$ cat src/proc_params.svh
// Sizing macros for the 16-bit five-stage processor core
// Include this in every package, RTL module and testbench file of the core
// Types built on these values live in isaPkg and pipePkg
`ifndef PROC_PARAMS_SVH
`define PROC_PARAMS_SVH

// Datapath
`define PROC_WIDTH      16   // Data and instruction word width
`define PROC_NREGS      8    // Architectural registers

// Memories, both word addressed
`define PROC_IMEM_DEPTH 256  // Instruction words
`define PROC_DMEM_DEPTH 256  // Data words

`endif

$ cat src/isaPkg.sv
// Instruction set definitions for the 16-bit teaching core
// Opcodes, R-format functions, ALU operations and the two instruction views
// Modules refer to these types as isaPkg::name
`include "proc_params.svh"

package isaPkg;

    typedef logic [$clog2(`PROC_NREGS)-1:0] regAddrT;  // Register index

    // Bits 15..11 of every instruction
    typedef enum logic [4:0] {
        HALT  = 5'b00000,
        NOP   = 5'b00001,
        ADDI  = 5'b01000,
        BEQZ  = 5'b01100,
        ST    = 5'b10000,
        LD    = 5'b10001,
        RTYPE = 5'b11011
    } opcodeE;  // Any other value is illegal

    typedef enum logic [1:0] {
        F_ADD = 2'b00,
        F_SUB = 2'b01,  // rs minus rt
        F_XOR = 2'b10,
        F_AND = 2'b11
    } functE;

    typedef enum logic [1:0] {
        ALU_ADD = 2'b00,  // Also used for address generation
        ALU_SUB = 2'b01,
        ALU_AND = 2'b10,
        ALU_XOR = 2'b11
    } aluOpE;

    typedef struct packed {
        opcodeE  opcode;  // 15..11
        regAddrT rs;      // 10..8
        regAddrT rt;      // 7..5
        regAddrT rd;      // 4..2
        functE   funct;   // 1..0
    } rFmtT;

    typedef struct packed {
        opcodeE     opcode;  // 15..11
        regAddrT    rs;      // 10..8
        regAddrT    rd;      // 7..5, store data register for ST
        logic [4:0] imm5;    // Signed
    } iFmtT;

    // Same word seen both ways; bits 7..5 feed read port B in either view
    typedef union packed {
        rFmtT r;
        iFmtT i;
    } instrU;

endpackage

$ cat src/pipePkg.sv
// Pipeline register layouts for the five-stage core
// One packed struct per stage boundary plus the decoded control bundle
// The top level declares one register of each type
`include "proc_params.svh"

package pipePkg;

    typedef logic [`PROC_WIDTH-1:0] wordT;

    typedef struct packed {
        isaPkg::aluOpE aluOp;
        logic          useImm;    // Operand B from immediate
        logic          memRead;   // LD
        logic          memWrite;  // ST
        logic          regWrite;
    } ctrlT;

    typedef struct packed {
        logic          valid;  // Cleared on squash
        wordT          pc;     // Address of instr
        isaPkg::instrU instr;
    } ifIdT;

    typedef struct packed {
        logic            valid;
        ctrlT            ctrl;
        wordT            rsVal;
        wordT            rtVal;   // Operand B or store data
        wordT            imm;     // Already sign extended
        isaPkg::regAddrT wrAddr;
    } idExT;

    typedef struct packed {
        logic            valid;
        ctrlT            ctrl;
        wordT            aluOut;  // Result or memory address
        wordT            rtVal;   // Store data
        isaPkg::regAddrT wrAddr;
    } exMemT;

    typedef struct packed {
        logic            valid;
        logic            regWrite;
        wordT            wbData;
        isaPkg::regAddrT wrAddr;
    } memWbT;

endpackage

$ cat src/dataMem.sv
// Data memory for LD and ST
// Word addressed by the low bits of the ALU result
// Reads are combinational, writes land at the clock edge
`include "proc_params.svh"

module dataMem #(
    parameter int depth = `PROC_DMEM_DEPTH
) (
    input  logic                   clk,
    input  pipePkg::exMemT         exMem,
    output logic [`PROC_WIDTH-1:0] rdData
);

    localparam int idxW = $clog2(depth);

    logic [`PROC_WIDTH-1:0] mem [depth];  // Contents undefined until stored

    always_ff @(posedge clk) begin
        if (exMem.valid && exMem.ctrl.memWrite) begin
            mem[exMem.aluOut[idxW-1:0]] <= exMem.rtVal;  // ST
        end
    end

    assign rdData = mem[exMem.aluOut[idxW-1:0]];

endmodule

$ cat config.mk
export PLATFORM = sky130hd
export DESIGN_NAME = dataMem
export DESIGN_NICKNAME = d
export VERILOG_FILES = /design/src/isaPkg.sv /design/src/pipePkg.sv /design/src/dataMem.sv
export VERILOG_INCLUDE_DIRS = /design/src
export SDC_FILE = /design/constraint.sdc
export NUM_CORES = 2
export LEC_CHECK = 0
export BUFFER_PORTS_ARGS = -buffer_cell sky130_fd_sc_hd__buf_2
export CAP_MARGIN = 25
export CORE_AREA = 10 10 676 479
export CTS_CLUSTER_SIZE = 14
export DETAILED_ROUTE_END_ITERATION = 10
export DIE_AREA = 0 0 686 489
export PLACE_DENSITY = 0.71
export SETUP_SLACK_MARGIN = 0.1
export SYNTH_ARGS = -nofsm -noshare
export SYNTH_HDL_FRONTEND = slang
export SYNTH_SLANG_ARGS = --single-unit
$ cat constraint.sdc
create_clock -name clk -period 8.89 [get_ports clk]
set_input_delay 1.778 -clock clk [delete_from_list [all_inputs] [get_ports clk]]
set_output_delay 1.778 -clock clk [all_outputs]
set_load 0.01 [all_outputs]
== After elaboration in Yosys (flattened, before gate mapping) ==
Memory sizes are Yosys's and may differ from the RTL's.
Cells that the tools add are included.
Word-level totals
  input bits: 43
  memories kept: 1
  bits in read-only memories: 0
  logic and storage cells: 4
  bits in writable memories: 4096
  register bits: 0
  output and inout port bits: 16
  latch bits: 0
Memory list
  mem: depth 256, width 16, rd ports 1, clocked after Yosys merged registers in 0, write ports 1, RTL line dataMem.sv:16  | logic [`PROC_WIDTH-1:0] mem [depth];
Cells by class
  order comparisons: 0
  eq/ne operators: 0
  reductions and logical operators: 1
  shifts and indexed selects: 0
  add/subtract/negate cells: 0
  div/mod/pow operators: 0
  muxes and demuxes: 2
  bitwise operators: 0
  multipliers: 0
Operators by type and width (number)
  2-to-1 mux 1 bit: 2
  logical AND 1 bit: 1

== Longest topological paths before layout ==
  depth in word-level cells: 3
  depth in mapped cells: 8
  gate-level depth less buffers: 5

== Worst setup path after synthesis ==
OpenSTA, ideal clock, no wires.
  path kind: input-to-output
  from: input exMem[19] in the netlist's numbering
  to: output rdData[10]
  slack: 3.306 ns
  data arrival time: 3.806 ns
  cell stages on the path: 7
  path buffers: 2
  required time: 7.112 ns
  path through: buf_2 > buf_1 > mux4_2 > a22oi_1 > a21oi_1 > o41ai_1 > nand4_1
On the way
  cells in the longest elaborated chain, start to end: 1
RTL lines
  start: declaration: RTL line dataMem.sv:10  | input pipePkg::exMemT exMem,
  memory read (256 x 16 bit)
  end: declaration: RTL line dataMem.sv:11  | output logic [`PROC_WIDTH-1:0] rdData
No other way between the ends.

== Worst setup path after layout ==
  from: input exMem[19] in the netlist's numbering
  to: output rdData[6]
Same word-level chain as after synthesis.

==> out/qor.txt <==
Status -> completed
First-pass GRT wire length -> 548 mm
H-Tree Level Count -> 5
Seq cells post-synth -> 4096
Vias in the first global route -> 73500
Layout Area Growth over Synthesis -> 12.1%
Crit path launch type -> primary input
Peak Freq -> 127 MHz
Fin Setup TNS -> 0 ns
Hold Crit Class -> primary input to register
Mapped Nets -> 6731
Post-cts sizing count -> 0
Max reg flops -> 4096
Die width -> 686 um
Routed Antenna Nets -> 0
Clock root cell -> clkbuf_16
Die H -> 489 um
Post-CTS setup buffer count -> 0
GPL Wtd Cong -> 0.833
Overflow after GRT -> 0
Largest net degree at the start of global routing -> 161
Slew @ Worst Pin -> 1.27 ns
Clock buffer depth -> 4
Number of port buffers -> 42
Drt first pass iters -> 6
RSZ-0062 raised after global routing -> false
CTS Sinks -> 4096
Design area -> 0.173 mm2
Total CTS buffers -> 359
Core Footprint -> 0.311 mm2
DIE AREA -> 0.335 mm2
Pwr Total -> 37400 uW
Initial DRC Count -> 11600
Clock-pin slew on the worst setup and hold paths -> 0.06 ns
Routed WL per cell -> 33.3 um
Max Cap Viol -> 0
Final min period -> 7.85 ns
Layout cells sized above 1 -> 0.275
Initial Util -> 0.497
Hold Path Sink -> mem[119][4]
CP Capture Type -> primary output
Slew Limit Fails -> 0
Final setup viols -> 0
Initial antenna violation count -> 18
Leakage -> 0.0527 uW
Slew Limit Headroom -> 0.152
Peak VDD IR -> 0.161 mV
GR Util All Layers -> 0.225
Power per cell area -> 216 mW/mm2
YS warnings -> 0
Post-layout util -> 0.557
Final wirelength -> 384 mm
Remaining design rule violation count -> 0
Hold Violations, Final -> 0
Tcrit/Tclk final -> 0.883
Hold_sp -> exMem[7]
Vias per cell -> 6.50
Gate Count Post-Synth -> 6688
Row count -> 172
Worst Hold Depth -> 1
Crit Path Max Fanout -> 75
Critical Path RT -> 7.11 ns
I/O Pins -> 59
CTS tree -> built
Dpl hpwl -> 220 mm
Worst Hold Slack -> 1.33 ns
WS Path Type -> primary input to primary output
Area of placed instances -> 0.163 mm2
Synth cell types -> 20
Via count -> 74900
Post-CTS Hold Fix Bufs -> 0
Final layout net count -> 7152
Syn Area/Cell -> 23.1 um2
Arr. time, crit path -> 6.07 ns
Synthesized cell area -> 0.155 mm2
Seq/Total Area, Yosys -> 0.795
-- cell families (layout without fill, tap and decap cells) --
| family | after synthesis | in the layout | synth area share |
|---|---|---|---|
| compound gates | 832 | 832 | 0.0367 |
| buf+inv | 412 | 1049 | 0.0111 |
| flops | 4096 | 4096 | 0.795 |
| mux | 1024 | 1024 | 0.149 |
| other cells | 0 | 9 | 0 |
| simple gates | 324 | 324 | 0.00842 |
-- report_power, final --
| part | total (uW) | leakage (uW) | switching [uW] | internal (uW) |
|---|---|---|---|---|
| combinational | 1780 | 0.0109 | 1170 | 607 |
| clock | 14400 | 0.00503 | 6640 | 7760 |
| sequential | 21300 | 0.0368 | 5.14 | 21300 |
-- cell usage in the layout, fill, tap and decap left out, types with 17 or more instances in the layout --
cell | Yosys | final
edfxtp_1 | 4096 | 4096
mux4_2 | 1024 | 1024
a22oi_1 | 512 | 512
clkbuf_16 | 0 | 368
buf_4 | 11 | 345
a21oi_1 | 256 | 256
nor2_1 | 259 | 201
clkbuf_1 | 269 | 96
clkinv_1 | 0 | 65
nor2_2 | 0 | 57
o41ai_1 | 64 | 44
buf_12 | 0 | 43
buf_8 | 0 | 42
clkinv_2 | 0 | 29
buf_2 | 100 | 25
o41ai_2 | 0 | 20
nand2_2 | 0 | 17
-- metal layers --
| metal | global-route usage | vias up | routed length (um) |
|---|---|---|---|
| li1 | - | 29600 | - |
| met1 | 0.331 | 39600 | 147000 |
| met2 | 0.331 | 5025 | 173000 |
| met3 | 0.0667 | 620 | 52500 |
| met4 | 0.0628 | 14 | 10900 |
| met5 | 0 | - | 94 |
-- critical path, cell delays in order --
cell and delay, ns:
buf_12 0.57, buf_12 0.53, mux4_2 0.58, a22oi_1 0.45, a21oi_1 0.21, o41ai_1 0.94
nand4_1 0.47, buf_2 0.28
-- metrics by stage --
stage                     instances  worst slack, ns
after CTS                     11500             1.17
after global placement        10900             1.23
final                         11500             1.04
after global routing          11500            0.960
after floorplan                6688             3.31
after detailed placement      10900             1.23
-- cell usage after synthesis --
| library cell | n | area share |
|---|---|---|
| buf_1 | 32 | 0.00078 |
| nand3_1 | 4 | 0.00013 |
| o41ai_1 | 64 | 0.0036 |
| or2_2 | 1 | 0.000040 |
| clkbuf_1 | 269 | 0.0065 |
| and2_1 | 2 | 0.000081 |
| buf_2 | 100 | 0.0032 |
| and4_1 | 1 | 0.000057 |
| nor2b_1 | 6 | 0.00024 |
| nand2_1 | 30 | 0.00073 |
| buf_4 | 11 | 0.00053 |
| nand2b_1 | 2 | 0.000081 |
| nand4_1 | 16 | 0.00065 |
| nor3_1 | 1 | 0.000032 |
| mux4_2 | 1024 | 0.15 |
| a21oi_1 | 256 | 0.0083 |
| edfxtp_1 | 4096 | 0.79 |
| nor2_1 | 259 | 0.0063 |
| a22oi_1 | 512 | 0.025 |
| nor3b_1 | 2 | 0.000097 |
-- area by class of cell --
cell class | count | area (um2)
flip-flops and latches | 4096 | 123000
fillers | 22200 | 138000
repair buffers | 472 | 4490
clock buffers | 464 | 9570
diodes | 9 | 22.5
multi-input cells | 2180 | 30400
well taps | 4176 | 5230
clock inverters | 113 | 747
-- worst max-delay path by stage --
stage               slack [ns]    endpoint      start
floorplan                 3.31  rdData[10]  exMem[19]
global placement          1.23   rdData[6]  exMem[19]
detailed placement        1.23   rdData[6]  exMem[19]
CTS                       1.17   rdData[6]  exMem[19]
global route              0.96   rdData[6]  exMem[19]
finish                    1.04   rdData[6]  exMem[19]
Power figures use the tool's default switching activity.
