==> config.mk <==
export PLATFORM = sky130hd
export DESIGN_NAME = regFile
export DESIGN_NICKNAME = d
export VERILOG_FILES = /design/src/isaPkg.sv /design/src/regFile.sv
export VERILOG_INCLUDE_DIRS = /design/src
export SDC_FILE = /design/constraint.sdc
export NUM_CORES = 1
export LEC_CHECK = 0
export ABC_AREA = 1
export ABC_CLOCK_PERIOD_IN_PS = 2000
export BUFFER_PORTS_ARGS = -buffer_cell sky130_fd_sc_hd__buf_2
export CAP_MARGIN = 0
export CORE_ASPECT_RATIO = 0.5
export CORE_MARGIN = 8
export CORE_UTILIZATION = 45
export DETAILED_ROUTE_END_ITERATION = 8
export HOLD_SLACK_MARGIN = 0.03
export MAX_ROUTING_LAYER = met4
export PLACE_DENSITY = 0.73
export SLEW_MARGIN = 20
export SYNTH_ARGS = -nofsm -noshare
export SYNTH_HDL_FRONTEND = slang
export SYNTH_SLANG_ARGS = --single-unit
==> constraint.sdc <==
create_clock -name clk -period 2 [get_ports clk]
set_clock_uncertainty 0.15 [all_clocks]
set_input_delay 0.4 -clock clk [delete_from_list [all_inputs] [get_ports clk]]
set_output_delay 0.4 -clock clk [all_outputs]
set_load 0.02 [all_outputs]
==> src/proc_params.svh <==
// Sizing macros for the 16-bit five-stage processor core
// Include this in every package, RTL module and testbench file of the core
// Types built on these values live in isaPkg and pipePkg
`ifndef PROC_PARAMS_SVH
`define PROC_PARAMS_SVH

// Datapath
`define PROC_WIDTH      16   // Data and instruction word width
`define PROC_NREGS      8    // Architectural registers

// Memories, both word addressed
`define PROC_IMEM_DEPTH 256  // Instruction words
`define PROC_DMEM_DEPTH 256  // Data words

`endif

==> src/isaPkg.sv <==
// Instruction set definitions for the 16-bit teaching core
// Opcodes, R-format functions, ALU operations and the two instruction views
// Modules refer to these types as isaPkg::name
`include "proc_params.svh"

package isaPkg;

    typedef logic [$clog2(`PROC_NREGS)-1:0] regAddrT;  // Register index

    // Bits 15..11 of every instruction
    typedef enum logic [4:0] {
        HALT  = 5'b00000,
        NOP   = 5'b00001,
        ADDI  = 5'b01000,
        BEQZ  = 5'b01100,
        ST    = 5'b10000,
        LD    = 5'b10001,
        RTYPE = 5'b11011
    } opcodeE;  // Any other value is illegal

    typedef enum logic [1:0] {
        F_ADD = 2'b00,
        F_SUB = 2'b01,  // rs minus rt
        F_XOR = 2'b10,
        F_AND = 2'b11
    } functE;

    typedef enum logic [1:0] {
        ALU_ADD = 2'b00,  // Also used for address generation
        ALU_SUB = 2'b01,
        ALU_AND = 2'b10,
        ALU_XOR = 2'b11
    } aluOpE;

    typedef struct packed {
        opcodeE  opcode;  // 15..11
        regAddrT rs;      // 10..8
        regAddrT rt;      // 7..5
        regAddrT rd;      // 4..2
        functE   funct;   // 1..0
    } rFmtT;

    typedef struct packed {
        opcodeE     opcode;  // 15..11
        regAddrT    rs;      // 10..8
        regAddrT    rd;      // 7..5, store data register for ST
        logic [4:0] imm5;    // Signed
    } iFmtT;

    // Same word seen both ways; bits 7..5 feed read port B in either view
    typedef union packed {
        rFmtT r;
        iFmtT i;
    } instrU;

endpackage

==> src/regFile.sv <==
// Register file with eight 16-bit registers
// Two combinational read ports for decode and one write port for writeback
// A write shows on the read ports in the same cycle
`include "proc_params.svh"

module regFile (
    input  logic                   clk,
    input  logic                   rst,
    input  isaPkg::regAddrT        rdAddrA,
    input  isaPkg::regAddrT        rdAddrB,
    output logic [`PROC_WIDTH-1:0] rdDataA,
    output logic [`PROC_WIDTH-1:0] rdDataB,
    input  logic                   wrEn,
    input  isaPkg::regAddrT        wrAddr,
    input  logic [`PROC_WIDTH-1:0] wrData
);

    logic [`PROC_WIDTH-1:0] regs [`PROC_NREGS];

    always_ff @(posedge clk) begin
        if (rst) begin
            for (int k = 0; k < `PROC_NREGS; k++) begin
                regs[k] <= '0;
            end
        end else if (wrEn) begin
            regs[wrAddr] <= wrData;
        end
    end

    // Write-through bypass
    assign rdDataA = (wrEn && wrAddr == rdAddrA) ? wrData : regs[rdAddrA];
    assign rdDataB = (wrEn && wrAddr == rdAddrB) ? wrData : regs[rdAddrB];

    // Writeback data from the memory stage must be clean
    a_knownWrite: assert property (@(posedge clk) disable iff (rst)
        wrEn |-> !$isunknown(wrData));

endmodule

=== After elaboration in Yosys (flattened, before gate mapping) ===
Memory sizes are Yosys's and may differ from the RTL's.
Index checks and enable logic that the tools add are counted.

* Eq/ne operators: 2
* Reductions and logical operators: 3
* Multiplexer cells: 10

{| class="wikitable"
|+ Operator list
! operator !! number
|-
| 16-bit two-way mux || 3
|-
| 16-bit OR reduction || 1
|-
| 3-bit == test || 2
|-
| 1-bit two-way mux || 6
|-
| 3-bit two-way mux || 1
|-
| 1-bit logical AND || 2
|}

* Memories kept: 1
* Input bits: 28
* Logic and storage cells: 16
* Register bits after elaboration: 0
* Bits in writable memories: 128

{| class="wikitable"
|+ Memory list
! name !! depth !! bits a word !! rd ports !! clocked after memory_dff !! wr ports !! RTL line !! source
|-
| regs || 8 || 16 || 2 || 0 || 8 || regFile.sv:18 || <nowiki>logic [`PROC_WIDTH-1:0] regs [`PROC_NREGS];</nowiki>
|}

=== Longest topological paths before layout ===
Gate-level depths: netlist of run 1.

* Depth in word-level cells: 5
* Gate-level depth with buffers: 10

=== Worst setup path after synthesis of run 1 ===
OpenSTA, ideal clock, no wires.

* Path type: in2reg
* Start: input port rst
* End: memory regs[0][0] in the netlist's numbering, enable pin
* Setup time: 372 ps
* Data required time: 1478 ps
* Stages: 6
* Data arrival time: 1443 ps
* Slack: 36 ps
* Cells stage by stage: inv_2 nand2_1 nor2_4 nand2_2 buf_2 nand2_1

{| class="wikitable"
|+ RTL lines
! element !! RTL line !! source
|-
| start: declaration || regFile.sv:8 || <nowiki>input logic rst,</nowiki>
|-
| end: declaration || regFile.sv:18 ||
|}

==> impl_metrics.env, run 1 <==
export IMPL_number_of_vias_in_the_routed_layout=7884
export IMPL_wire_per_inst_um=19.95
export IMPL_max_freq_ghz=0.4920
export IMPL_overflow=0
export IMPL_layout_drive_gt1_share_pct=30.60
export IMPL_synthesis_instances=1057
export IMPL_path_delay_family="simple AND/OR/NAND/NOR gates"
export IMPL_grt_pass1_vias=7583
export IMPL_rsz_0062_raised_after_global_routing="yes"
export IMPL_cts_clk_slew_worst_paths_ns=0.06
export IMPL_drt_initial_drc_count=1183
export IMPL_grt_max_degree=41
export IMPL_core_area_um2=17140
export IMPL_final_hold_violation_count=0
export IMPL_crit_slowest_cell="edfxtp_1"
export IMPL_cts_sinks=128
export IMPL_clock_root_buffer="clkbuf_16"
export IMPL_yosys_register_bits=128
export IMPL_synthMostInstantiatedCell="nand2_1"
export IMPL_cts_made_buffers=17
export IMPL_synthToLayoutAreaGrowth_pct=30.23
export IMPL_max_cap_viol_count=0
export IMPL_synth_seq_area_share_pct=49.43
export IMPL_power_leakage_nw=4.806
export IMPL_fp_dieW_um=201.9
export IMPL_timing_max_transition_violations_final=0
export IMPL_route_antenna_remaining_nets=0
export IMPL_tightest_slew_ns=0.3796
export IMPL_number_of_antenna_violations_at_the_first_check_in_global_routing=0
export IMPL_antenna_cells=0
export IMPL_cpPeakStageDelay_ns=0.39
export IMPL_largest_voltage_drop_on_the_vdd_net_uv=657.9
export IMPL_avgViaCountPerCell=5.709
export IMPL_finalWirelength_um=27550
export IMPL_worst_hold_path_type="primary input to register"
export IMPL_worst_slack_ns=-0.03234
export IMPL_synth_edf_count=128
export IMPL_synthTopCellsByArea="edfxtp_1 (49%), nand2_1 (17%), nand3_1 (14%), inv_1 (6.7%), nor2_1 (6.4%)"
export IMPL_mapped_nets=1085
export IMPL_synth_warnings=0
export IMPL_globalRouteTotalUtil_pct=24.58
export IMPL_share_of_the_cycle_needed_by_the_critical_path_after_routing_pct=101.6
export IMPL_dieArea_um2=22000
export IMPL_asyncSetResetFlopFracSynth_pct=0
export IMPL_layout_filler_cells=1385
export IMPL_critical_path_n_buffers_inverters=1
export IMPL_placed_cells_incl_taps=1346
export IMPL_largest_register_ffs=128
export IMPL_timing_critical_path_fanout_max=2
export IMPL_post_synth_cell_area_avg_um2=7.357
export IMPL_largest_registers="regs (128)"
export IMPL_detailedPlacementHpwl_um=16690
export IMPL_synthDominantCellAreaShare_pct=49.43
export IMPL_synth_main_ff_cell="edfxtp_1"
export IMPL_yosys_cell_types_count=18
export IMPL_cts_tree="built"
export IMPL_clock_tree_buffer_depth=2
export IMPL_routabilityCongestion=0.9346
export IMPL_worstPathArrival_ns=1.48
export IMPL_core_rowCount=34
export IMPL_yosys_area_top_type="edfxtp_1"
export IMPL_drt_first_pass_iters=8
export IMPL_timing_critical_path_mode_cell="nand2_1"
export IMPL_hp_start="wrData[3]"
export IMPL_critical_path_class="register to output pin"
export IMPL_pwr_density_cell_nw_per_um2=813.0
export IMPL_synthTopCellsByCount="nand2_1 (347), nand3_1 (222), inv_1 (138)"
export IMPL_critical_path_startpoint="regs[5][14]$_SDFFCE_PN0P_"
export IMPL_ctsHtreeMaxLevel=4
export IMPL_die_height_um=109.0
export IMPL_floorplan_initialDensity_pct=45.36
export IMPL_remaining_max_slew_budget_at_the_tightest_pin_pct=74.67
export IMPL_failed_checks="negative setup slack"
export IMPL_total_power_w=0.008233
export IMPL_ios=60
export IMPL_fin_setup_tns_ns=-0.05197
export IMPL_design_area_um2=10130
export IMPL_start_kind="register"
export IMPL_num_nets_final=1162
export IMPL_end_kind="output pin"
export IMPL_post_layout_nonfiller_instances=1381
export IMPL_drc_errors=0
export IMPL_synth_cell_area_um2=7776
export IMPL_timing_critical_path_cells="nand2_1 -> nand3_1 -> nand3_1 -> nand2_1 -> nand2_1 -> nand2_1 -> buf_2"
export IMPL_grt_first_pass_wirelength_um=40430
export IMPL_outcome="finished with violations"
export IMPL_max_flop_register="regs"
export IMPL_place_port_buffers=59
export IMPL_finalCriticalPeriod_ns=2.032
export IMPL_postPlaceCellArea_um2=8618
export IMPL_cts_hold_buf=0
export IMPL_report_final_setup_viol=4
export IMPL_req_time_crit_path_ns=1.45
worst paths after layout:
check / to / cells past startpoint
worst max-delay path: rdDataB[14] / 7
worst min-delay path: regs[4][3]$_SDFFCE_PN0P_ / 3
cells in the final DEF (no fill, tap or decap), drive strengths merged:
cell and instances:
clkinv 6, inv 150, clkinvlp 2, edfxtp 128, clkbuf 20, nand3 222
buf 115, nand2 360, bufinv 5, nor2 139
final cells by class:
cell class / instances / area (µm²) / area share, %
clock buffers: 18 / 429.2 / 4.238
clock inverters: 14 / 214.0 / 2.113
inverters: 149 / 586.8 / 5.794
multi-input cells: 721 / 3625 / 35.79
flip-flops and latches: 128 / 3844 / 37.95
well taps: 234 / 292.8 / 2.891
repair buffers: 117 / 1136 / 11.22
metrics by stage:
stage / utilization, % / worst slack [ns] / hold WS (ns)
global route: 59.07 / -0.1182 / 0.3005
finish: 59.07 / -0.03234 / 0.2903
detailed placement: 50.27 / -0.04633 / 0.7073
floorplan: - / 0.03555 / 0.5389
CTS: 54.74 / 0.0007346 / 0.2799
global placement: 50.27 / -0.04062 / 0.6984
logic make-up (layout without fill, tap and decap cells):
| kind of cell | Yosys count | after routing | synth area share [%] |
|---|---|---|---|
| flip-flops | 128 | 128 | 49.43 |
| buffers and inverters | 208 | 298 | 11.26 |
| AND/OR/NAND/NOR | 721 | 721 | 39.31 |
where the power goes:
| part | internal, W | switching (W) | leakage (nW) |
|---|---|---|---|
| Sequential | 0.00312 | 0.0000643 | 1.23 |
| Clock | 0.00221 | 0.00121 | 0.308 |
| Combinational | 0.000572 | 0.00105 | 3.27 |
per-layer routing:
metal,part of all wire (%),routed length (µm),vias to the layer above,GRT usage [%]
met4,4.6,1281,0,12.70
met3,12,3260,114,5.664
met5,0,0,-,-
li1,-,-,3490,-
met1,38,10510,3660,30.13
met2,45,12500,620,38.10
repair_timing:
item / 4_1_cts / 5_1_grt
buffers inserted: 0 / 0
endpoints found under the hold margin: 0 / 0
endpoints found under the setup margin: 29 / 32
gates resized for setup: 26 / 225
pin swaps: 3 / 78
gates cloned: 2 / 1
(Power assumes the default switching activity.)
==> run 2, diff against run 1 <==
--- a/config.mk
+++ b/config.mk
@@ -7,16 +7,16 @@
 export NUM_CORES = 1
 export LEC_CHECK = 0
 export ABC_AREA = 1
-export ABC_CLOCK_PERIOD_IN_PS = 2000
+export ABC_CLOCK_PERIOD_IN_PS = 2100
 export BUFFER_PORTS_ARGS = -buffer_cell sky130_fd_sc_hd__buf_2
 export CAP_MARGIN = 0
-export CORE_ASPECT_RATIO = 0.5
+export CORE_ASPECT_RATIO = 1.4
 export CORE_MARGIN = 8
 export CORE_UTILIZATION = 45
 export DETAILED_ROUTE_END_ITERATION = 8
 export HOLD_SLACK_MARGIN = 0.03
 export MAX_ROUTING_LAYER = met4
-export PLACE_DENSITY = 0.73
+export PLACE_DENSITY = 0.71
 export SLEW_MARGIN = 20
 export SYNTH_ARGS = -nofsm -noshare
 export SYNTH_HDL_FRONTEND = slang
==> constraint.sdc (replaced) <==
create_clock -name clk -period 2.1 [get_ports clk]
set_clock_uncertainty 0.15 [all_clocks]
set_input_delay 0.42 -clock clk [delete_from_list [all_inputs] [get_ports clk]]
set_output_delay 0.42 -clock clk [all_outputs]
set_load 0.02 [all_outputs]
==> run 2 against run 1 <==
The flow now finishes without violations. Non-clock buffer count fell by 12. Combinational power is 20% lower. Critical path depth increased by 2. Clock power down 13%. Critical path type is now primary input to output pin. Largest cell class unchanged.
==> impl_metrics.env, run 2 (synthesis results as in run 1) <==
export IMPL_clock_root_buffer="clkbuf_16"
export IMPL_cts_hold_buf=0
export IMPL_pwr_share_comb_pct=17.8
export IMPL_timing_max_transition_violations_final=0
export IMPL_max_flop_register="regs"
export IMPL_largest_register_ffs=128
export IMPL_path_delay_family="simple AND/OR/NAND/NOR gates"
export IMPL_total_area_of_multi_input_combinational_cells_um2=3097
export IMPL_cpPeakStageDelay_ns=0.17
export IMPL_grt_max_degree=65
export IMPL_post_layout_nonfiller_instances=1341
export IMPL_finalWirelength_um=26540
export IMPL_wire_per_inst_um=19.79
export IMPL_layout_drive_gt1_share_pct=15.51
export IMPL_drt_initial_drc_count=949
export IMPL_layout_area_seq_um2=3844
export IMPL_req_time_crit_path_ns=1.53
export IMPL_detailedPlacementHpwl_um=15930
export IMPL_final_cell_mix="nand2_1 (347), nand3_1 (214), inv_1 (135)"
export IMPL_final_hold_violation_count=0
export IMPL_fp_dieW_um=127.1
export IMPL_overflow=0
export IMPL_switchingPower_w=0.002057
export IMPL_layout_filler_cells=1572
export IMPL_remaining_max_slew_budget_at_the_tightest_pin_pct=77.99
export IMPL_outcome="completed"
export IMPL_max_cap_viol_count=0
export IMPL_cts_made_buffers=17
export IMPL_drc_errors=0
export IMPL_finalCriticalPeriod_ns=2.096
export IMPL_num_nets_final=1150
export IMPL_ctsHtreeMaxLevel=4
export IMPL_layout_cells_most_common="nand2_1"
export IMPL_power_sequential_fraction_pct=41.3
export IMPL_drt_first_pass_iters=5
export IMPL_cts_repair_timing_setup_buffer_count=0
export IMPL_core_rowCount=57
export IMPL_total_power_w=0.007298
export IMPL_avgViaCountPerCell=5.719
export IMPL_core_area_um2=17120
export IMPL_timing_critical_path_cells="buf_2 -> inv_2 -> nor2_1 -> nor2_2 -> nand2_4 -> buf_6 -> nand3_1 -> nand2_1 -> buf_2"
export IMPL_timing_critical_path_mode_cell="buf_2"
export IMPL_power_leakage_nw=4.506
export IMPL_ios=60
export IMPL_end_kind="output pin"
export IMPL_die_height_um=171.5
export IMPL_critical_path_class="primary input to output pin"
export IMPL_crit_slowest_cell="nor2_1"
export IMPL_p_clk_share_pct=40.8
export IMPL_max_freq_ghz=0.4771
export IMPL_floorplan_initialDensity_pct=45.43
export IMPL_dieArea_um2=21800
export IMPL_timing_critical_path_fanout_max=7
export IMPL_worst_hold_path_type="primary input to register"
export IMPL_number_of_vias_in_the_routed_layout=7669
export IMPL_largest_registers="regs (128)"
export IMPL_worstPathArrival_ns=1.53
export IMPL_rsz_0062_raised_after_global_routing="yes"
export IMPL_cts_clk_slew_worst_paths_ns=0.06
export IMPL_finalCoreUtilization_pct=54.37
export IMPL_sw_frac_of_total_pct=28.19
export IMPL_clock_tree_buffer_depth=2
export IMPL_grt_pass1_vias=7538
export IMPL_share_of_the_cycle_needed_by_the_critical_path_after_routing_pct=99.82
export IMPL_critical_path_n_buffers_inverters=4
export IMPL_routabilityCongestion=0.8899
export IMPL_cts_tree="built"
export IMPL_number_of_antenna_violations_at_the_first_check_in_global_routing=0
export IMPL_antenna_cells=0
export IMPL_grt_first_pass_wirelength_um=39920
export IMPL_tightest_slew_ns=0.3299
export IMPL_start_kind="primary input"
export IMPL_place_port_buffers=59
export IMPL_pwr_density_cell_nw_per_um2=784.1
export IMPL_placed_cells_incl_taps=1307
export IMPL_p_int_w=0.005240
export IMPL_route_antenna_remaining_nets=0
export IMPL_largest_voltage_drop_on_the_vdd_net_uv=453.1
export IMPL_report_final_setup_viol=0
export IMPL_globalRouteTotalUtil_pct=24.67
export IMPL_synthToLayoutAreaGrowth_pct=19.68
export IMPL_cts_sinks=128
## run 2: changes by cell type in the layout (fill, tap and decap cells not counted), moves of 16 or more
cell / previous run / this run
nand3_1: 122 / 214
nand3_2: 100 / 8
inv_1: 87 / 135
inv_2: 58 / 10
buf_2: 25 / 53
buf_4: 49 / 22
nand2_1: 325 / 347
nand2_2: 33 / 11
buf_6: 24 / 8
## run 2: area by class of cell
type / count / share of cell area (%)
timing repair buffer: 105 / 9.976
clock inverter: 15 / 1.828
multi-input combinational: 721 / 33.28
clock buffer: 17 / 4.571
inverter: 149 / 6.279
tap: 206 / 2.770
sequential: 128 / 41.30
## run 2: path summary, 6_finish.rpt
path	from	end	slack [ns]	cells after the start
worst max-delay path	wrAddr[0]	rdDataB[0]	0.004	9
worst min-delay path	wrData[7]	regs[6][7]$_SDFFCE_PN0P_	0.31	3
## run 2: per-layer routing
layer | vias up | GRT usage [%] | share of wire (%)
met2 | 490 | 41.28 | 49
met3 | 123 | 3.785 | 8.8
met1 | 3586 | 26.49 | 35
met5 | - | - | 0
met4 | 0 | 17.59 | 6.5
li1 | 3470 | - | -
## run 2: timing repair
item                                    4_1_cts  5_1_grt
resized for setup                             3       32
gates cloned                                  0        2
pin swaps                                     0        3
endpoints found under the setup margin        6       32
## run 2: metrics by stage
stage               setup TNS [ns]  cell area [µm²]  hold slack, ns  worst slack [ns]
CTS                      -0.007224             9153          0.3041         -0.003720
finish                           0             9306          0.3104          0.003852
global placement          -0.01043             8551          0.7196          -0.01043
detailed placement        -0.07771             8551          0.7287          -0.03607
global route               -0.1112             9306          0.3150          -0.02246
floorplan                        0             7776          0.5589            0.1155
## run 2: power groups by stage
stage          sequential, W  clock [W]  combinational [W]
2_1_floorplan        0.00305          0           0.000776
3_3_place_gp         0.00306          0            0.00122
3_5_place_dp         0.00307          0            0.00123
4_1_cts              0.00301    0.00299            0.00124
5_1_grt              0.00303    0.00309            0.00140
6_report             0.00302    0.00298            0.00130
## run 2: tightest hold or removal path, delay by kind of cell
kind	cells	cell delay [ns]
buffers and inverters	2	0.22
AND/OR/NAND/NOR	1	0.12
