==> src/proc_params.svh <==
// Sizing macros for the 16-bit five-stage processor core
// Include this in every package, RTL module and testbench file of the core
// Types built on these values live in isaPkg and pipePkg
`ifndef PROC_PARAMS_SVH
`define PROC_PARAMS_SVH

// Datapath
`define PROC_WIDTH      16   // Data and instruction word width
`define PROC_NREGS      8    // Architectural registers

// Memories, both word addressed
`define PROC_IMEM_DEPTH 256  // Instruction words
`define PROC_DMEM_DEPTH 256  // Data words

`endif

==> src/isaPkg.sv <==
// Instruction set definitions for the 16-bit teaching core
// Opcodes, R-format functions, ALU operations and the two instruction views
// Modules refer to these types as isaPkg::name
`include "proc_params.svh"

package isaPkg;

    typedef logic [$clog2(`PROC_NREGS)-1:0] regAddrT;  // Register index

    // Bits 15..11 of every instruction
    typedef enum logic [4:0] {
        HALT  = 5'b00000,
        NOP   = 5'b00001,
        ADDI  = 5'b01000,
        BEQZ  = 5'b01100,
        ST    = 5'b10000,
        LD    = 5'b10001,
        RTYPE = 5'b11011
    } opcodeE;  // Any other value is illegal

    typedef enum logic [1:0] {
        F_ADD = 2'b00,
        F_SUB = 2'b01,  // rs minus rt
        F_XOR = 2'b10,
        F_AND = 2'b11
    } functE;

    typedef enum logic [1:0] {
        ALU_ADD = 2'b00,  // Also used for address generation
        ALU_SUB = 2'b01,
        ALU_AND = 2'b10,
        ALU_XOR = 2'b11
    } aluOpE;

    typedef struct packed {
        opcodeE  opcode;  // 15..11
        regAddrT rs;      // 10..8
        regAddrT rt;      // 7..5
        regAddrT rd;      // 4..2
        functE   funct;   // 1..0
    } rFmtT;

    typedef struct packed {
        opcodeE     opcode;  // 15..11
        regAddrT    rs;      // 10..8
        regAddrT    rd;      // 7..5, store data register for ST
        logic [4:0] imm5;    // Signed
    } iFmtT;

    // Same word seen both ways; bits 7..5 feed read port B in either view
    typedef union packed {
        rFmtT r;
        iFmtT i;
    } instrU;

endpackage

==> src/pipePkg.sv <==
// Pipeline register layouts for the five-stage core
// One packed struct per stage boundary plus the decoded control bundle
// The top level declares one register of each type
`include "proc_params.svh"

package pipePkg;

    typedef logic [`PROC_WIDTH-1:0] wordT;

    typedef struct packed {
        isaPkg::aluOpE aluOp;
        logic          useImm;    // Operand B from immediate
        logic          memRead;   // LD
        logic          memWrite;  // ST
        logic          regWrite;
    } ctrlT;

    typedef struct packed {
        logic          valid;  // Cleared on squash
        wordT          pc;     // Address of instr
        isaPkg::instrU instr;
    } ifIdT;

    typedef struct packed {
        logic            valid;
        ctrlT            ctrl;
        wordT            rsVal;
        wordT            rtVal;   // Operand B or store data
        wordT            imm;     // Already sign extended
        isaPkg::regAddrT wrAddr;
    } idExT;

    typedef struct packed {
        logic            valid;
        ctrlT            ctrl;
        wordT            aluOut;  // Result or memory address
        wordT            rtVal;   // Store data
        isaPkg::regAddrT wrAddr;
    } exMemT;

    typedef struct packed {
        logic            valid;
        logic            regWrite;
        wordT            wbData;
        isaPkg::regAddrT wrAddr;
    } memWbT;

endpackage

==> src/alu.sv <==
// Execute-stage ALU
// Second operand is rtVal or the sign-extended immediate
// Results wrap modulo 2^16; LD and ST use the add for addressing
`include "proc_params.svh"

module alu (
    input  pipePkg::idExT          idEx,
    output logic [`PROC_WIDTH-1:0] aluOut
);

    logic [`PROC_WIDTH-1:0] opA;
    logic [`PROC_WIDTH-1:0] opB;

    assign opA = idEx.rsVal;
    assign opB = idEx.ctrl.useImm ? idEx.imm : idEx.rtVal;  // I-format takes imm

    always_comb begin
        case (idEx.ctrl.aluOp)
            isaPkg::ALU_ADD: aluOut = opA + opB;  // Carry dropped
            isaPkg::ALU_SUB: aluOut = opA - opB;
            isaPkg::ALU_AND: aluOut = opA & opB;
            isaPkg::ALU_XOR: aluOut = opA ^ opB;
            default:         aluOut = opA + opB;
        endcase
    end

endmodule

==> config.mk <==
export PLATFORM = sky130hd
export DESIGN_NAME = alu
export DESIGN_NICKNAME = d
export VERILOG_FILES = /design/src/isaPkg.sv /design/src/pipePkg.sv /design/src/alu.sv
export VERILOG_INCLUDE_DIRS = /design/src
export SDC_FILE = /design/constraint.sdc
export NUM_CORES = 1
export LEC_CHECK = 0
export BUFFER_PORTS_ARGS = -buffer_cell sky130_fd_sc_hd__buf_2
export CAP_MARGIN = 20
export CELL_PAD_IN_SITES_DETAIL_PLACEMENT = 0
export CELL_PAD_IN_SITES_GLOBAL_PLACEMENT = 1
export CORE_MARGIN = 4
export CORE_UTILIZATION = 37
export DETAILED_ROUTE_END_ITERATION = 10
export GPL_ROUTABILITY_DRIVEN = 1
export PLACE_DENSITY_LB_ADDON = 0.1
export SETUP_SLACK_MARGIN = 0.2
export SLEW_MARGIN = 10
export SYNTH_ARGS = -nofsm -noshare
export SYNTH_HDL_FRONTEND = slang
export SYNTH_SLANG_ARGS = --single-unit
export TNS_END_PERCENT = 100
==> constraint.sdc <==
create_clock -name vclk -period 6.9
set_clock_uncertainty 0.1 [all_clocks]
set_input_delay 1.38 -clock vclk [all_inputs]
set_output_delay 1.38 -clock vclk [all_outputs]
set_load 0.1 [all_outputs]
; ---- Word-level counts from Yosys, hierarchy flattened
; Cells that the tools add are included.
[op_classes]
n_mux = 2
addsub = 2
n_bitwise = 2
n_eq_ne = 3
n_reduce_logical = 1
[ops]
columns = operator, n
row1 = $pmux W16 S4, 1
row2 = $add A16 B16 Y16, 1
row3 = $and A16 B16 Y16, 1
row4 = $mux W16, 1
row5 = $sub A16 B16 Y16, 1
row6 = $xor A16 B16 Y16, 1
row7 = $eq A2 B2 Y1 const B, 2
row8 = $eq A2 B1 Y1 const B, 1
row9 = $logic_not A2 Y1, 1
[totals]
input_bits = 58
ff_bits = 0

; ---- Depth between registers and ports, before layout
; Gate-level depths: netlist (run 1).
[depth]
word_depth = 3
ltp_mapped = 16

; ---- Worst setup path before layout (run 1)
; Ideal clock, no wire load.
[synth_path]
kind = in2out
from = input port idEx[54] (netlist bit)
to = output port aluOut[14]
arrival_time_ns = 6.242
required_ns = 5.420
cell_stages = 16
slack_ns = -0.822
cell_sequence = buf_6 buf_2 buf_2 mux2i_1 ha_1 o211a_1 nand2_1 o21ai_0 xor2_1 ha_1 a211oi_1 nor2_1 a221oi_1 o21ai_0 xnor2_1 o21ai_0
[synth_between]
elab_chain_cells = 3
elab_cells_between_ends = 6
classes_between = 2 x add/sub / 2 x mux / 2 x bitwise
[synth_rtl]
columns = item, line_no
row1 = start: declaration, alu.sv:7  ; input pipePkg::idExT idEx,
row2 = $mux W16 *, alu.sv:15  ; assign opB = idEx.ctrl.useImm ? idEx.imm : idEx.rtVal;
row3 = $sub A16 B16 Y16 (tied with other cells), alu.sv:20  ; isaPkg::ALU_SUB: aluOut = opA - opB;
row4 = $pmux W16 S4 *, alu.sv:18  ; case (idEx.ctrl.aluOp)
row5 = end: declaration, alu.sv:8  ; output logic [`PROC_WIDTH-1:0] aluOut
; Every way passes the cells marked *; elsewhere a longest branch is shown, timed or not.

; ---- Final worst setup path (run 1)
[layout_path]
from = input port idEx[54] (netlist bit)
to = output port aluOut[13]
; Same word-level chain as after synthesis.

==> summary.txt, run 1 <==
Outcome
  • Status: finished, final reports clean

Global routing
  • Total GRT Usage: 15.8%
  • Initial antenna violation count: 0
  • Met3 GRT Util: 1.02%
  • First-pass GRT wire length: 8330 µm
  • Largest net degree at the start of global routing: 21
  • Total congestion overflow: 0
  • Grt met2 use: 28.8%
  • Met1 usage: 21.2%
  • Vias in the first global route: 1827
  • GRT busiest layer: met2

Die
  • Core Area: 0.00482 mm²
  • Number of cell rows: 25
  • Die ar.: 0.00627 mm²
  • Height of the die: 79.2 µm
  • Chip Width: 79.2 µm
  • Starting Density: 38.9%
  • Io pins: 74

Worst setup path
  • Crit path DAT: 4.90 ns
  • Crit path from: idEx[54]
  • Crit path to: aluOut[13]
  • Worst path depth: 15
  • Kind of critical path: in2out
  • CP endpoint kind: output port
  • Worst path cell trace: buf_2 -> mux2i_1 -> ha_1 -> o211a_1 -> nand2_1 -> o21ai_0 -> xor2_1 -> ha_1 -> and4_1 -> inv_1 -> a211oi_1 -> o41ai_1 -> mux2i_1 -> o211ai_1 -> buf_2
  • Critical Path RT: 5.42 ns
  • Largest stage delay on the critical path: 0.45 ns
  • Crit start category: primary input
  • Bufs and invs on worst path: 3
  • Top cell family by delay on the critical path: compound AO/OA/AOI/OAI gates
  • CP max-delay cell: buf_2
  • CP Max Fanout: 16

Timing
  • Fin. max-slew vios: 0
  • Finish-stage setup viols: 0
  • Final min period: 6.38 ns
  • Worst slew pin tran: 0.514 ns
  • Slew margin rel.: 65.7%
  • Total negative setup slack: 0 ns
  • RSZ-0062 raised after global routing: false
  • Peak Freq: 157 MHz
  • Fin crit share: 92.5%
  • Final hold viol count: 0

Place
  • Area after DPL: 0.00230 mm²
  • Post-DP HPWL: 4390 µm
  • Port bufs: 67
  • Routability cong.: 0.821

Logic synthesis
  • Most frequent cell after synthesis: ha_1
  • Synth cell types: 48
  • Area leader, netlist: ha_1
  • Syn Area/Cell: 7.68 µm²
  • Warnings, synthesis: 0
  • Top post-synthesis cells by area: ha_1 21%, mux2i_1 8.5%, mux2_2 8.4%
  • Synthesized area: 0.00187 mm²
  • Top-area cell type share of the netlist area: 21.4%
  • Seq/Total Area, Yosys: 0%
  • Post-synth top cells: 32 x ha_1, 22 x o21ai_0, 16 x mux2i_1, 16 x nand2_1, 15 x nor2_1
  • Gate Count Post-Synth: 244
  • Post-synth net total: 335

Finish
  • # clk buffers: 0
  • Design Area, Final: 0.00230 mm²
  • Area grow syn2layout: 22.9%
  • Final net count: 399
  • Seq cells: 0
  • Sequential standard cell area: 0 µm²
  • Share of layout cells above drive strength 1: 31.7%
  • Ant diodes: 0

Power
  • Design Power: 0.403 mW
  • Max VDD drop: 0.0863 mV
  • Lkg Pwr: 1.17 nW
  • Comb power frac: 100.0%
  • Clk pwr share: 0%
  • Switching power total: 0.285 mW
  • Sw Ratio: 70.8%
  • PD cells: 175 mW/mm²
  • P_int: 0.118 mW
  • Sequential Power Share: 0%

Drt
  • Vias: 1927
  • Final ANT Viol Nets: 0
  • Final WL: 5030 µm
  • Vias/cell: 5.17
  • DR WL/cell: 13.5 µm
  • DRT iter0 DRCs: 30
  • Pre-Repair DR Iteration Count: 4
  • Drt drc: 0

Flow run
  • Max cap viols: 0

Hold path
  • Hold Crit Start: idEx[35]
  • Hold WC Path Type: in2out

Clock network
  • Hold-fix buffers at CTS: 0
-- tightest hold or removal path: cells and delay by family --
kind                       cells  cell delay, ns
AOI/OAI and AO/OA              1            0.05
adders and majority gates      1            0.12
buffers and inverters          3            0.43
-- layer usage --
layer / up-vias / part of all wire, % / routed length, µm
li1: 1036 / - / -
met2: 41 / 49 / 2450
met4: 0 / 0.46 / 23
met3: 4 / 5.1 / 255
met1: 846 / 46 / 2310
met5: - / 0 / 0
-- placed cells by master, fill, tap and decap left out, types with 2 or more instances in the layout --
cell      Yosys  final
o21ai_0      22     16
buf_2         2     66
nand2_1      16     16
nor3b_1       2      2
o211a_1       2      2
inv_1        14     14
mux2_2       14     14
and3_1        2      2
xnor2_1       9      9
buf_4         0      4
ha_1         32     32
o21ai_1       1      3
o21ai_2       0      4
nor2_1       15     15
o31ai_1       2      2
a31oi_1       2      2
mux2i_1      16     16
nor3_1        8      8
nand2b_1      4      4
a211oi_1      3      3
o21a_1        4      4
nand3_1       3      3
xor2_1       14     14
o211ai_1      5      5
a21o_1        7      7
a21oi_1      14     14
nor2b_1       3      3
-- layout make-up --
type,count,area [µm²]
Tap cell,67,83.8
Inverter,14,52.6
Timing Repair Buffer,71,368
Fill cell,538,2510
Multi-Input combinational cell,221,1800
-- power by group through the flow --
stage	clock network (mW)	registers, mW	logic [mW]
floorplan	0	0	0.328
detailed placement	0	0	0.404
CTS	0	0	0.405
finish	0	0	0.403
global placement	0	0	0.403
global route	0	0	0.437
-- through the flow --
step                hold WS, ns  worst slack (ns)  instances  utilization [%]
finish                     3.27             0.520        373             47.8
detailed placement         3.28             0.464        373             47.8
floorplan                  3.28           -0.0671        244                -
CTS                        3.28             0.456        373             47.8
global placement           3.27             0.452        373             47.8
global route               3.30             0.240        373             47.8
-- what timing repair did --
| item | CTS | global route |
|---|---|---|
| setup buffers | 0 | 0 |
| endpoints found under the setup margin | 0 | 1 |
| resized for setup | 0 | 1 |
-- worst min path at each step --
stage | to | slack, ns | cells past startpoint
finish | aluOut[0] | 3.27 | 5
global route | aluOut[0] | 3.30 | 5
CTS | aluOut[0] | 3.28 | 5
detailed placement | aluOut[0] | 3.28 | 5
global placement | aluOut[0] | 3.27 | 5
floorplan | aluOut[11] | 3.28 | 3
-- logic make-up (layout without fill, tap and decap cells) --
group                    Yosys count  in the layout  share of synthesized area (%)
adder cells (fa/ha/maj)           33             33                           22.4
AND/OR/NAND/NOR                   61             61                           17.6
AO/OA/AOI/OAI                     72             72                           25.2
multiplexers                      31             31                           17.7
buffers and inverters             23             85                           5.14
XOR/XNOR                          24             24                           12.0
(Power assumes the default switching activity.)
==> inputs of run 2 (changes only) <==
--- a/config.mk
+++ b/config.mk
@@ -6,13 +6,13 @@
 export SDC_FILE = /design/constraint.sdc
 export NUM_CORES = 1
 export LEC_CHECK = 0
-export BUFFER_PORTS_ARGS = -buffer_cell sky130_fd_sc_hd__buf_2
 export CAP_MARGIN = 20
 export CELL_PAD_IN_SITES_DETAIL_PLACEMENT = 0
 export CELL_PAD_IN_SITES_GLOBAL_PLACEMENT = 1
 export CORE_MARGIN = 4
-export CORE_UTILIZATION = 37
+export CORE_UTILIZATION = 52
 export DETAILED_ROUTE_END_ITERATION = 10
+export DONT_BUFFER_PORTS = 1
 export GPL_ROUTABILITY_DRIVEN = 1
 export PLACE_DENSITY_LB_ADDON = 0.1
 export SETUP_SLACK_MARGIN = 0.2
==> constraint.sdc (replaced) <==
create_clock -name vclk -period 8.1
set_clock_uncertainty 0.1 [all_clocks]
set_input_delay 1.62 -clock vclk [all_inputs]
set_output_delay 1.62 -clock vclk [all_outputs]
set_load 0.1 [all_outputs]
==> run 2 against run 1 <==
Die area decreased by 26%. Critical path depth shrank 2. Combinational power shrank 20%. First-iteration DRC count rose to 2.9 times the previous value. Final area decreased by 13%. Cell count is 24% lower. Routed wire length down 5.5%. Hold slack better by 0.10 ns. Sequential share of layout area unchanged. Global-route usage rose by 4.4 points. Via count down 7.9%. Count of clock-buffer cells in the layout stayed put. Critical path type unchanged. Critical endpoint is now aluOut[14].
==> summary.txt, run 2 (synthesis results as in run 1) <==
Timing
  • Total negative setup slack: 0 ns (unchanged)
  • Final min period: 6.72 ns
  • Worst slew pin tran: 1.19 ns (was 0.514 ns)
  • RSZ-0062 raised after global routing: false (unchanged)
  • Finish-stage setup viols: 0 (unchanged)
  • Setup ws final: 1.38 ns (was 0.520 ns)
  • Slew margin rel.: 20.7% (was 65.7%)
  • Fin. max-slew vios: 0 (unchanged)
  • Fin crit share: 82.9%
  • Peak Freq: 149 MHz
  • Final hold viol count: 0 (unchanged)

Finish
  • Final core occ: 58.4% (was 47.8%)
  • Area occupied by multi-input gates: 0.00184 mm² (was 0.00180 mm²)
  • Most frequent cells in the layout: 32 x ha_1, 16 x mux2i_1, 16 x nand2_1, 15 x nor2_1, 15 x o21ai_0 (was 66 x buf_2, 32 x ha_1, 16 x mux2i_1, 16 x nand2_1, 16 x o21ai_0)
  • Area grow syn2layout: 6.48% (was 22.9%)
  • # clk buffers: 0 (unchanged)
  • Seq cells: 0 (unchanged)
  • Sequential standard cell area: 0 µm² (unchanged)
  • Ant diodes: 0 (unchanged)
  • # fillers: 349 (was 538)
  • Final net count: 331 (was 399)
  • Most common library cell in the layout ignoring fill and taps: ha_1 (was buf_2)
  • Share of layout cells above drive strength 1: 16.0% (was 31.7%)

Global routing
  • Met3 GRT Util: 2.30% (was 1.02%)
  • Vias in the first global route: 1730 (was 1827)
  • Grt met2 use: 38.9% (was 28.8%)
  • Largest net degree at the start of global routing: 30 (was 21)
  • Initial antenna violation count: 0 (unchanged)
  • First-pass GRT wire length: 7430 µm (was 8330 µm)
  • Total congestion overflow: 0 (unchanged)
  • Met1 usage: 23.0% (was 21.2%)
  • Total GRT Usage: 20.2% (was 15.8%)
  • GRT busiest layer: met2 (unchanged)

Die
  • Die ar.: 0.00463 mm² (was 0.00627 mm²)
  • Starting Density: 54.9% (was 38.9%)
  • Height of the die: 68.0 µm (was 79.2 µm)
  • Io pins: 74 (unchanged)
  • Core Area: 0.00342 mm² (was 0.00482 mm²)
  • Number of cell rows: 21 (was 25)
  • Chip Width: 68.0 µm (was 79.2 µm)

Clock network
  • CTS resizes: 0 (unchanged)
  • Hold-fix buffers at CTS: 0 (unchanged)
  • Post-CTS Setup Inserts: 0 (unchanged)

Worst setup path
  • Critical Path RT: 6.38 ns (was 5.42 ns)
  • CP Max Fanout: 29 (was 16)
  • CP endpoint kind: output port (unchanged)
  • Crit path DAT: 5.00 ns (was 4.90 ns)
  • Kind of critical path: in2out (unchanged)
  • Crit start category: primary input (unchanged)

Drt
  • Vias: 1775 (was 1927)
  • Pre-Repair DR Iteration Count: 4 (unchanged)
  • DR WL/cell: 16.7 µm (was 13.5 µm)
  • Final WL: 4760 µm (was 5030 µm)
  • DRT iter0 DRCs: 86 (was 30)
  • Vias/cell: 6.25 (was 5.17)
  • Final ANT Viol Nets: 0 (unchanged)
  • Drt drc: 0 (unchanged)

Power
  • PD cells: 162 mW/mm² (was 175 mW/mm²)
  • Design Power: 0.322 mW (was 0.403 mW)
  • Max VDD drop: 0.139 mV (was 0.0863 mV)
  • Lkg Pwr: 0.915 nW (was 1.17 nW)

Place
  • Routability cong.: 0.871 (was 0.821)
  • Post-DP HPWL: 4130 µm (was 4390 µm)
  • DP Worst Slack: 1.40 ns (was 0.464 ns)
  • Port bufs: 0 (was 67)

Outcome
  • Status: finished, final reports clean (unchanged)

Flow run
  • Max cap viols: 0 (unchanged)

Hold path
  • Hold WC Path Type: in2out (unchanged)
run 2: final timing paths:
path	from	to	slack [ns]	depth (start not counted)
setup / recovery	idEx[54]	aluOut[14]	1.38	13
hold / removal	idEx[56]	aluOut[4]	3.37	2
run 2: per-layer routing:
| layer | wire length, µm | share of wire [%] | vias up |
|---|---|---|---|
| met4 | 131 | 2.8 | 0 |
| li1 | - | - | 902 |
| met1 | 1820 | 38 | 813 |
| met3 | 286 | 6.0 | 12 |
| met5 | 0 | 0 | - |
| met2 | 2520 | 53 | 48 |
run 2: worst max-delay path: stages:
cell and delay (ns):
mux2i_1 0.29, ha_1 0.25, o211a_1 0.21, nand2_1 0.08
o21ai_0 0.20, xor2_1 0.18, ha_1 0.31, a211oi_1 0.23
nor2_1 0.15, a221oi_1 0.29, o21ai_0 0.16, xnor2_1 0.17
o21ai_2 0.84
run 2: layout make-up:
class	instances	share of cell area, %
tap	46	2.88
inverter	14	2.63
timing repair buffer	3	2.51
multi-input combinational	221	92.0
run 2: metrics by stage:
stage | hold WS [ns] | cell area [µm²] | instances
after floorplan | 3.76 | 1870 | 244
after global placement | 3.41 | 1980 | 283
after detailed placement | 3.35 | 2000 | 284
after CTS | 3.36 | 2000 | 284
after global routing | 3.36 | 2000 | 284
final | 3.37 | 2000 | 284
run 2: where the power goes:
group	leakage, nW	switching [mW]	total [mW]	internal [mW]
registers	0	0	0	0
logic	0.915	0.231	0.322	0.0911
clock network	0	0	0	0
